## config.mk

```make
export PLATFORM = sky130hd
export DESIGN_NAME = ybusUpdate
export DESIGN_NICKNAME = d
export VERILOG_FILES = /design/src/ybus_pkg.sv /design/src/rowMerge.sv /design/src/updateCapture.sv /design/src/writeSequencer.sv /design/src/ybusUpdate.sv
export VERILOG_INCLUDE_DIRS = /design/src
export SDC_FILE = /design/constraint.sdc
export NUM_CORES = 2
export LEC_CHECK = 0
export CELL_PAD_IN_SITES_DETAIL_PLACEMENT = 0
export CELL_PAD_IN_SITES_GLOBAL_PLACEMENT = 1
export CORE_AREA = 2 2 360 362
export CTS_CLUSTER_SIZE = 24
export DETAILED_ROUTE_END_ITERATION = 10
export DIE_AREA = 0 0 362 364
export DONT_BUFFER_PORTS = 1
export PLACE_DENSITY_LB_ADDON = 0.2
export SETUP_SLACK_MARGIN = 0.5
export SLEW_MARGIN = 25
export SYNTH_ARGS = -nofsm -noshare
export SYNTH_HDL_FRONTEND = slang
export SYNTH_SLANG_ARGS = --single-unit
export TNS_END_PERCENT = 1
```

## constraint.sdc

```tcl
create_clock -name clock -period 10 [get_ports clock]
set_input_delay 1.5 -clock clock [delete_from_list [all_inputs] [get_ports clock]]
set_output_delay 1.5 -clock clock [all_outputs]
set_load 0.03 [all_outputs]
```

## src/ybus_defines.svh

```systemverilog
// Widths and constants for the Y-bus row updater.
// Included by the package, the RTL and the testbench.
`ifndef YBUS_DEFINES_SVH
`define YBUS_DEFINES_SVH

// one Y-memory row holds four admittance slots
`define ROW_W 256

// 2048-row Y memory
`define ADDR_W 11

// {real, imag} admittance value
`define VAL_W 48

// slot pitch inside a row
`define SLOT_W 64

// slots per row, also the one-hot code width
`define SLOTS 4

// parked address while no row is needed
`define IDLE_ADDR {`ADDR_W{1'b1}}

`endif

```

## src/ybus_pkg.sv

```systemverilog
// Row and state types shared by the Y-bus updater and its checkers.
`include "ybus_defines.svh"

package ybus_pkg;

   // one 64-bit slot, value in the low bits
   typedef struct packed
   {
      logic [`SLOT_W-`VAL_W-1:0] reserved; // passes through untouched
      logic [`VAL_W-1:0]         value;    // {real, imag}
   } ySlot_t;

   // a row seen as a raw word or as four slots, slot 0 least significant
   typedef union packed
   {
      logic [`ROW_W-1:0]         raw;
      ySlot_t [`SLOTS-1:0]       slot;
   } yRow_t;

   // sequencer states
   typedef enum logic [1:0]
   {
      stateIdle,
      stateFetch,
      stateWritePrimary,
      stateWriteStore
   } seqState_t;

endpackage
```

## src/rowMerge.sv

```systemverilog
// Inserts the diagonal and change values into the fetched rows.
// Purely combinational, each one-hot bit picks its own slot.
`timescale 1ns/1ps
`include "ybus_defines.svh"

module rowMerge
   import ybus_pkg::*;
(
   input  yRow_t               readData1,
   input  yRow_t               readData2,
   input  logic [`VAL_W-1:0]   diagValue,
   input  logic [`VAL_W-1:0]   changeValue,
   input  logic [`SLOTS-1:0]   diagOneHot,
   input  logic [`SLOTS-1:0]   nonDiagOneHot,
   input  logic                sameRow,
   output yRow_t               primaryRow,
   output yRow_t               storeRow
);

   // diagonal row, plus the change value when both land in one row
   always_comb
   begin
      primaryRow = readData1;
      for (int i = 0; i < `SLOTS; i++)
      begin
         if (sameRow && nonDiagOneHot[i])
         begin
            primaryRow.slot[i].value = changeValue;
         end
         if (diagOneHot[i])
         begin
            primaryRow.slot[i].value = diagValue; // diagonal wins on overlap
         end
      end
   end

   // non-diagonal row, only written back when the rows differ
   always_comb
   begin
      storeRow = readData2;
      for (int i = 0; i < `SLOTS; i++)
      begin
         if (nonDiagOneHot[i])
         begin
            storeRow.slot[i].value = changeValue;
         end
      end
   end

endmodule

```

## src/updateCapture.sv

```systemverilog
// Captures the two update sets on the done flags and presents the active one.
// Set 1 arrives with dpDone alone, set 2 with dpDone and cpDone together.
`timescale 1ns/1ps
`include "ybus_defines.svh"

module updateCapture
(
   input  logic                clock,
   input  logic                reset,
   input  logic                idle,
   input  logic                secondSet,
   input  logic                dpDone,
   input  logic                cpDone,
   input  logic [`ADDR_W-1:0]  diagAddr,
   input  logic [`ADDR_W-1:0]  nonDiagAddr,
   input  logic [`SLOTS-1:0]   diagOneHot,
   input  logic [`SLOTS-1:0]   nonDiagOneHot,
   input  logic [`VAL_W-1:0]   diagValue,
   output logic                setsReady,
   output logic [`ADDR_W-1:0]  selDiagAddr,
   output logic [`ADDR_W-1:0]  selNonDiagAddr,
   output logic [`SLOTS-1:0]   selDiagOneHot,
   output logic [`SLOTS-1:0]   selNonDiagOneHot,
   output logic [`VAL_W-1:0]   selDiagValue
);

   logic [`ADDR_W-1:0] diagAddr1;
   logic [`ADDR_W-1:0] diagAddr2;
   logic [`ADDR_W-1:0] nonDiagAddr1;
   logic [`ADDR_W-1:0] nonDiagAddr2;
   logic [`SLOTS-1:0]  diagOneHot1;
   logic [`SLOTS-1:0]  diagOneHot2;
   logic [`SLOTS-1:0]  nonDiagOneHot1;
   logic [`SLOTS-1:0]  nonDiagOneHot2;
   logic [`VAL_W-1:0]  diagValue1;
   logic [`VAL_W-1:0]  diagValue2;
   logic               capture1;
   logic               capture2;

   // flags are only taken while the sequencer is parked
   assign capture1  = idle && dpDone && !cpDone;
   assign capture2  = idle && dpDone && cpDone;
   assign setsReady = capture2; // both sets held from the next edge on

   // banks follow the reset only, not the module enable
   always_ff @(posedge clock)
   begin
      if (!reset)
      begin
         diagAddr1      <= '0;
         nonDiagAddr1   <= '0;
         diagOneHot1    <= '0;
         nonDiagOneHot1 <= '0;
         diagValue1     <= '0;
         diagAddr2      <= '0;
         nonDiagAddr2   <= '0;
         diagOneHot2    <= '0;
         nonDiagOneHot2 <= '0;
         diagValue2     <= '0;
      end
      else
      begin
         if (capture1)
         begin
            diagAddr1      <= diagAddr;
            nonDiagAddr1   <= nonDiagAddr;
            diagOneHot1    <= diagOneHot;
            nonDiagOneHot1 <= nonDiagOneHot;
            diagValue1     <= diagValue;
         end
         if (capture2)
         begin
            diagAddr2      <= diagAddr;
            nonDiagAddr2   <= nonDiagAddr;
            diagOneHot2    <= diagOneHot;
            nonDiagOneHot2 <= nonDiagOneHot;
            diagValue2     <= diagValue;
         end
      end
   end

   // active set for the sequencer and the merge
   assign selDiagAddr      = secondSet ? diagAddr2 : diagAddr1;
   assign selNonDiagAddr   = secondSet ? nonDiagAddr2 : nonDiagAddr1;
   assign selDiagOneHot    = secondSet ? diagOneHot2 : diagOneHot1;
   assign selNonDiagOneHot = secondSet ? nonDiagOneHot2 : nonDiagOneHot1;
   assign selDiagValue     = secondSet ? diagValue2 : diagValue1;

endmodule

```

## src/writeSequencer.sv

```systemverilog
// Fetch and write-back sequencer for the two captured update sets.
// All memory-side outputs are registered and lag the state by one cycle.
`timescale 1ns/1ps
`include "ybus_defines.svh"

module writeSequencer
   import ybus_pkg::*;
(
   input  logic                clock,
   input  logic                reset,
   input  logic                moduleEnable,
   input  logic                setsReady,
   input  logic [`ADDR_W-1:0]  selDiagAddr,
   input  logic [`ADDR_W-1:0]  selNonDiagAddr,
   input  yRow_t               primaryRow,
   input  yRow_t               storeRow,
   output logic                idle,
   output logic                secondSet,
   output logic                sameRow,
   output yRow_t               writeData,
   output logic [`ADDR_W-1:0]  writeAddress,
   output logic [`ADDR_W-1:0]  readStoreAddr,
   output logic                weBit,
   output logic                writeDone
);

   seqState_t          state;
   seqState_t          afterSet;
   logic               lastWrite;
   logic [`ADDR_W-1:0] fetchStoreAddr;
   yRow_t              storeData;

   assign sameRow = (selDiagAddr == selNonDiagAddr);
   assign idle    = (state == stateIdle);

   // second row only needed when the rows differ
   assign fetchStoreAddr = sameRow ? `IDLE_ADDR : selNonDiagAddr;

   // final write of the active set
   assign lastWrite = (state == stateWriteStore) ||
                      ((state == stateWritePrimary) && sameRow);

   // set 1 loops back for set 2, set 2 ends the transaction
   assign afterSet = secondSet ? stateIdle : stateFetch;

   // disable acts like reset on the sequencer
   always_ff @(posedge clock)
   begin
      if (!reset || !moduleEnable)
      begin
         state         <= stateIdle;
         secondSet     <= 1'b0;
         writeData.raw <= '0;
         writeAddress  <= '0;
         readStoreAddr <= '0;
         weBit         <= 1'b0;
         writeDone     <= 1'b0;
      end
      else
      begin
         weBit     <= 1'b0;
         writeDone <= 1'b0;
         case (state)
            stateIdle:
            begin
               writeAddress  <= `IDLE_ADDR; // parked
               readStoreAddr <= `IDLE_ADDR;
               if (setsReady)
               begin
                  state <= stateFetch;
               end
            end
            stateFetch:
            begin
               writeAddress  <= selDiagAddr; // read port 1 follows this
               readStoreAddr <= fetchStoreAddr;
               state         <= stateWritePrimary;
            end
            stateWritePrimary:
            begin
               writeData     <= primaryRow;
               writeAddress  <= selDiagAddr;
               readStoreAddr <= fetchStoreAddr;
               weBit         <= 1'b1;
               state         <= sameRow ? afterSet : stateWriteStore;
            end
            stateWriteStore:
            begin
               writeData     <= storeData; // held since writePrimary
               writeAddress  <= selNonDiagAddr;
               readStoreAddr <= `IDLE_ADDR;
               weBit         <= 1'b1;
               state         <= afterSet;
            end
         endcase

         if (lastWrite)
         begin
            writeDone <= secondSet; // rides along with the final write
            secondSet <= !secondSet;
         end
      end
   end

   // non-diagonal row is read during writePrimary, written one cycle later
   always_ff @(posedge clock)
   begin
      if (state == stateWritePrimary)
      begin
         storeData <= storeRow;
      end
   end

endmodule

```

## src/ybusUpdate.sv

```systemverilog
// Top of the Y-bus row updater: capture, merge and write sequencer.
// Y memory sits outside with combinational read on both ports.
`timescale 1ns/1ps
`include "ybus_defines.svh"

module ybusUpdate
   import ybus_pkg::*;
(
   input  logic                clock,
   input  logic                reset,
   input  logic                moduleEnable,
   input  logic                dpDone,
   input  logic                cpDone,
   input  logic [`ADDR_W-1:0]  diagAddr,
   input  logic [`ADDR_W-1:0]  nonDiagAddr,
   input  logic [`SLOTS-1:0]   diagOneHot,
   input  logic [`SLOTS-1:0]   nonDiagOneHot,
   input  logic [`VAL_W-1:0]   diagValue,
   input  logic [`VAL_W-1:0]   changeValue,
   input  yRow_t               readData1,
   input  yRow_t               readData2,
   output yRow_t               writeData,
   output logic [`ADDR_W-1:0]  writeAddress,
   output logic [`ADDR_W-1:0]  readStoreAddr,
   output logic                weBit,
   output logic                writeDone
);

   logic               idle;
   logic               secondSet;
   logic               sameRow;
   logic               setsReady;
   logic [`ADDR_W-1:0] selDiagAddr;
   logic [`ADDR_W-1:0] selNonDiagAddr;
   logic [`SLOTS-1:0]  selDiagOneHot;
   logic [`SLOTS-1:0]  selNonDiagOneHot;
   logic [`VAL_W-1:0]  selDiagValue;
   yRow_t              primaryRow;
   yRow_t              storeRow;

   updateCapture uCapture
   (
      .clock            (clock),
      .reset            (reset),
      .idle             (idle),
      .secondSet        (secondSet),
      .dpDone           (dpDone),
      .cpDone           (cpDone),
      .diagAddr         (diagAddr),
      .nonDiagAddr      (nonDiagAddr),
      .diagOneHot       (diagOneHot),
      .nonDiagOneHot    (nonDiagOneHot),
      .diagValue        (diagValue),
      .setsReady        (setsReady),
      .selDiagAddr      (selDiagAddr),
      .selNonDiagAddr   (selNonDiagAddr),
      .selDiagOneHot    (selDiagOneHot),
      .selNonDiagOneHot (selNonDiagOneHot),
      .selDiagValue     (selDiagValue)
   );

   rowMerge uMerge
   (
      .readData1        (readData1),
      .readData2        (readData2),
      .diagValue        (selDiagValue),
      .changeValue      (changeValue), // taken straight from the input
      .diagOneHot       (selDiagOneHot),
      .nonDiagOneHot    (selNonDiagOneHot),
      .sameRow          (sameRow),
      .primaryRow       (primaryRow),
      .storeRow         (storeRow)
   );

   writeSequencer uSequencer
   (
      .clock            (clock),
      .reset            (reset),
      .moduleEnable     (moduleEnable),
      .setsReady        (setsReady),
      .selDiagAddr      (selDiagAddr),
      .selNonDiagAddr   (selNonDiagAddr),
      .primaryRow       (primaryRow),
      .storeRow         (storeRow),
      .idle             (idle),
      .secondSet        (secondSet),
      .sameRow          (sameRow),
      .writeData        (writeData),
      .writeAddress     (writeAddress),
      .readStoreAddr    (readStoreAddr),
      .weBit            (weBit),
      .writeDone        (writeDone)
   );

endmodule

```

==> impl_results.md <==
- CP required: 10.58 ns
- Static Leak: about 12 nW
- Drt initial violations: between 2k and 2.5k
- DIE WIDTH: 362 um
- Sw frac: 0.2605
- Yosys cell types: 42
- Critical path class: flip-flop to flip-flop
- Hold Path Class: flip-flop to flip-flop
- Post-Syn Area per Cell: 9.162 um2
- Cts bufs inserted: 89
- Synth Area in Simple Gates: 0.1852
- Int Pwr: 4.969 mW
- Setup violations, final: 0
- Via Count: 28.99k
- RePlAce Congestion: 0.8012
- Combinational Power Share: 0.065
- Setup crit start kind: flip-flop
- Final worst-path cycle share: 0.4468
- Tmin final: 4.468 ns
- Die area: 131800 um2
- WHS: 0.4603 ns
- CTS tree: done
- Place WS: between 5 and 6 ns
- H-Tree Depth: 3
- Type of element capturing the critical path: flip-flop
- Largest net degree at the start of global routing: 191
- #FFs+latches synth: 695
- DRT antenna net count: 0
- Clock buffer depth: 3
- Clock sink count: 695
- Synthesis Warnings: 0
- Final wirelength: 178900 um
- Ys async rst share: 0
- Non-Filler Instances: ~5.3k
- Post-route setup TNS: 0 ns
- Via/cell ratio: 5.434
- DRC violations left: 0
- GR Util All Layers: 0.2588
- First-pass GRT wire length: 237600 um
- Layout cells sized above 1: 0.1276
- DP HPWL: 125300 um
- Synth Area in Compound Gates: 0.1514
- Area of the core: around 130000 um2
- Routed len/inst: 33.54 um
- Number of max-cap violations: 0
- IO Pins: 923
- Congestion Overflow GR: 0
- Initial DRT Pass Iterations: 6
- RSZ-0062 raised after global routing: false
- Setup Buffers After CTS: 0
- Die H: 364 um
- Commonest non-fill, non-tap cell in the layout: nand2_1
- Worst skew pair latency: approximately 0.7 ns
- Clock power frac: 0.483
- Antenna violations before repair: 89
- Status: complete, no violations
- Worst-path clk slew: 0.06 ns
- Worst Path Arrival: 5.05 ns
- Syn Inst Count: 3691
- Port buffer count: 0
- Peak Freq: 223.8 MHz
- Vias in the first global route: 27.00k
- Root Driver: clkbuf_16
- Mapped cell area: 33820 um2
- Sw Pwr: between 1.5 and 2 mW
- Clk_skew: 0.02863 ns
- Post-synth top flop: dfxtp_1
- Flop pwr share: 0.452
- Power Dens Cells: between 150 and 200 nW/um2
- Layout area overhead: 14.35%
- Least-Margin Pin Slew: 1.149 ns
- Worst-path maximum fanout: 74
- Final WS setup: 5.532 ns
- Rows: 132
- Commonest non-fill, non-tap cells in the layout: nand2_1, dfxtp_1, o21ai_0
- DP Cell Count: 5127
- Adder-Cell Fraction of Synth Area: 0.001480
- Cts hold-fix bufs: 0
- Worst IR drop on VDD: between 0.1 and 0.15 mV
- Count of flip-flops with a built-in enable after synthesis: 256
- Syn Nets: between 4k and 5k
- Sequential fraction of the synthesis area: 0.4872
- Starting Density: 0.2635
- # resized after CTS: 0
- Mux cell area share after synthesis: 0.1321
- Hold Violations, Final: 0
- Final nets: about 4.2k
- Max-slew violations: 0
- Relative slew slack: 0.2337
- Xor/xnor share of the synthesized area: 0.004921
- Main combinational cell family by area after synthesis: simple AND/OR/NAND/NOR gates
## final cells by class
cell class / instances / area (um2)
antenna: 40 / 100.1
clock buffer: 133 / 2554
clock inverter: 33 / 327.8
fill: 13560 / 89660
inverter: 5 / 28.78
multi-input combinational: 2674 / 16400
sequential: 695 / 16480
tap: 1675 / 2096
timing repair buffer: 80 / 685.7
## power groups by stage
stage	Clock (mW)	Combinational (mW)	Sequential, mW
after detailed placement	0	0.443	3.10
after global placement	0	0.437	3.10
final	3.24	0.438	3.04
after CTS	3.33	0.444	3.04
after floorplan	0	0.279	3.08
after global routing	3.43	0.471	3.04
## cells in the mapped netlist, drive strengths merged, types with 2 or more instances
master	number	area share
nand4b	107	0.028
nor2	247	0.027
nor3	109	0.016
xnor2	11	0.0028
o211ai	12	0.0027
o21ai	360	0.053
clkbuf	258	0.029
edfxtp	256	0.23
clkinv	2	0.00022
nand3	181	0.027
mux2i	227	0.067
a221oi	12	0.0031
o22ai	11	0.0020
o21a	11	0.0024
a21oi	243	0.036
a21boi	156	0.035
a311o	2	0.00059
xor2	8	0.0021
mux2	195	0.065
nand4	109	0.020
buf	59	0.0085
inv	3	0.00033
a211oi	6	0.0022
or3	13	0.0024
nor4	2	0.00074
ha	4	0.0015
a31oi	74	0.014
dfxtp	439	0.26
nand2	567	0.063
## flip-flops by register name (all words and copies together) (netlist names), 4 cells and up
name / flops
uSequencer.storeData: 256
uSequencer.writeData: 256
uSequencer.readStoreAddr: 11
uCapture.diagOneHot2: 4
uCapture.diagValue1: 48
uCapture.diagValue2: 48
uCapture.diagAddr1: 11
uCapture.nonDiagAddr2: 11
uSequencer.writeAddress: 11
uCapture.nonDiagOneHot2: 4
uCapture.diagOneHot1: 4
uCapture.nonDiagOneHot1: 4
uCapture.diagAddr2: 11
uCapture.nonDiagAddr1: 11
## through the flow
step / util / total power, mW / instance area [um2]
after global placement: 0.2771 / 3.535 / 35560
after global routing: 0.3008 / 6.945 / 38600
final: 0.3013 / 6.720 / 38670
after detailed placement: 0.2777 / 3.541 / 35630
after CTS: 0.3001 / 6.815 / 38520
after floorplan: - / 3.363 / 33820
## cell families after synthesis
| logic type | Yosys count |
|---|---|
| adder cells (fa/ha/maj) | 4 |
| XOR/XNOR | 19 |
| multiplexers | 422 |
| AO/OA/AOI/OAI | 890 |
| flip-flops | 695 |
| AND/OR/NAND/NOR | 1339 |
| buffers and inverters | 322 |
## worst max-delay path, stage by stage (launching register included)
cell and delay (ns):
dfxtp_4 0.63, buf_4 0.59, buf_4 0.77, mux2i_4 0.33, buf_4 0.71, buf_4 0.78
o21ai_0 0.22, nand2_1 0.11, nand3_1 0.06
## final timing paths
check | startpoint | to | slack (ns) | depth (start not counted)
hold reg to reg | uCapture.diagValue2[0] | uCapture.diagValue2[0] | 0.46 | 2
setup reg to reg | uSequencer.secondSet | uSequencer.writeData[221] | 5.53 | 8
setup / recovery | uSequencer.secondSet | uSequencer.writeData[221] | 5.53 | 8
hold / removal | uCapture.diagValue2[0] | uCapture.diagValue2[0] | 0.46 | 2
## routing by layer
| layer | GRT usage | part of all wire | vias up |
|---|---|---|---|
| met2 | 0.4342 | 0.48 | 1233 |
| met5 | 0 | 0.0024 | - |
| met1 | 0.2967 | 0.38 | 14210 |
| met4 | 0.1041 | 0.035 | 68 |
| met3 | 0.09712 | 0.096 | 282 |
| li1 | - | - | 13200 |
No activity file was read; power rests on OpenSTA's default activity.
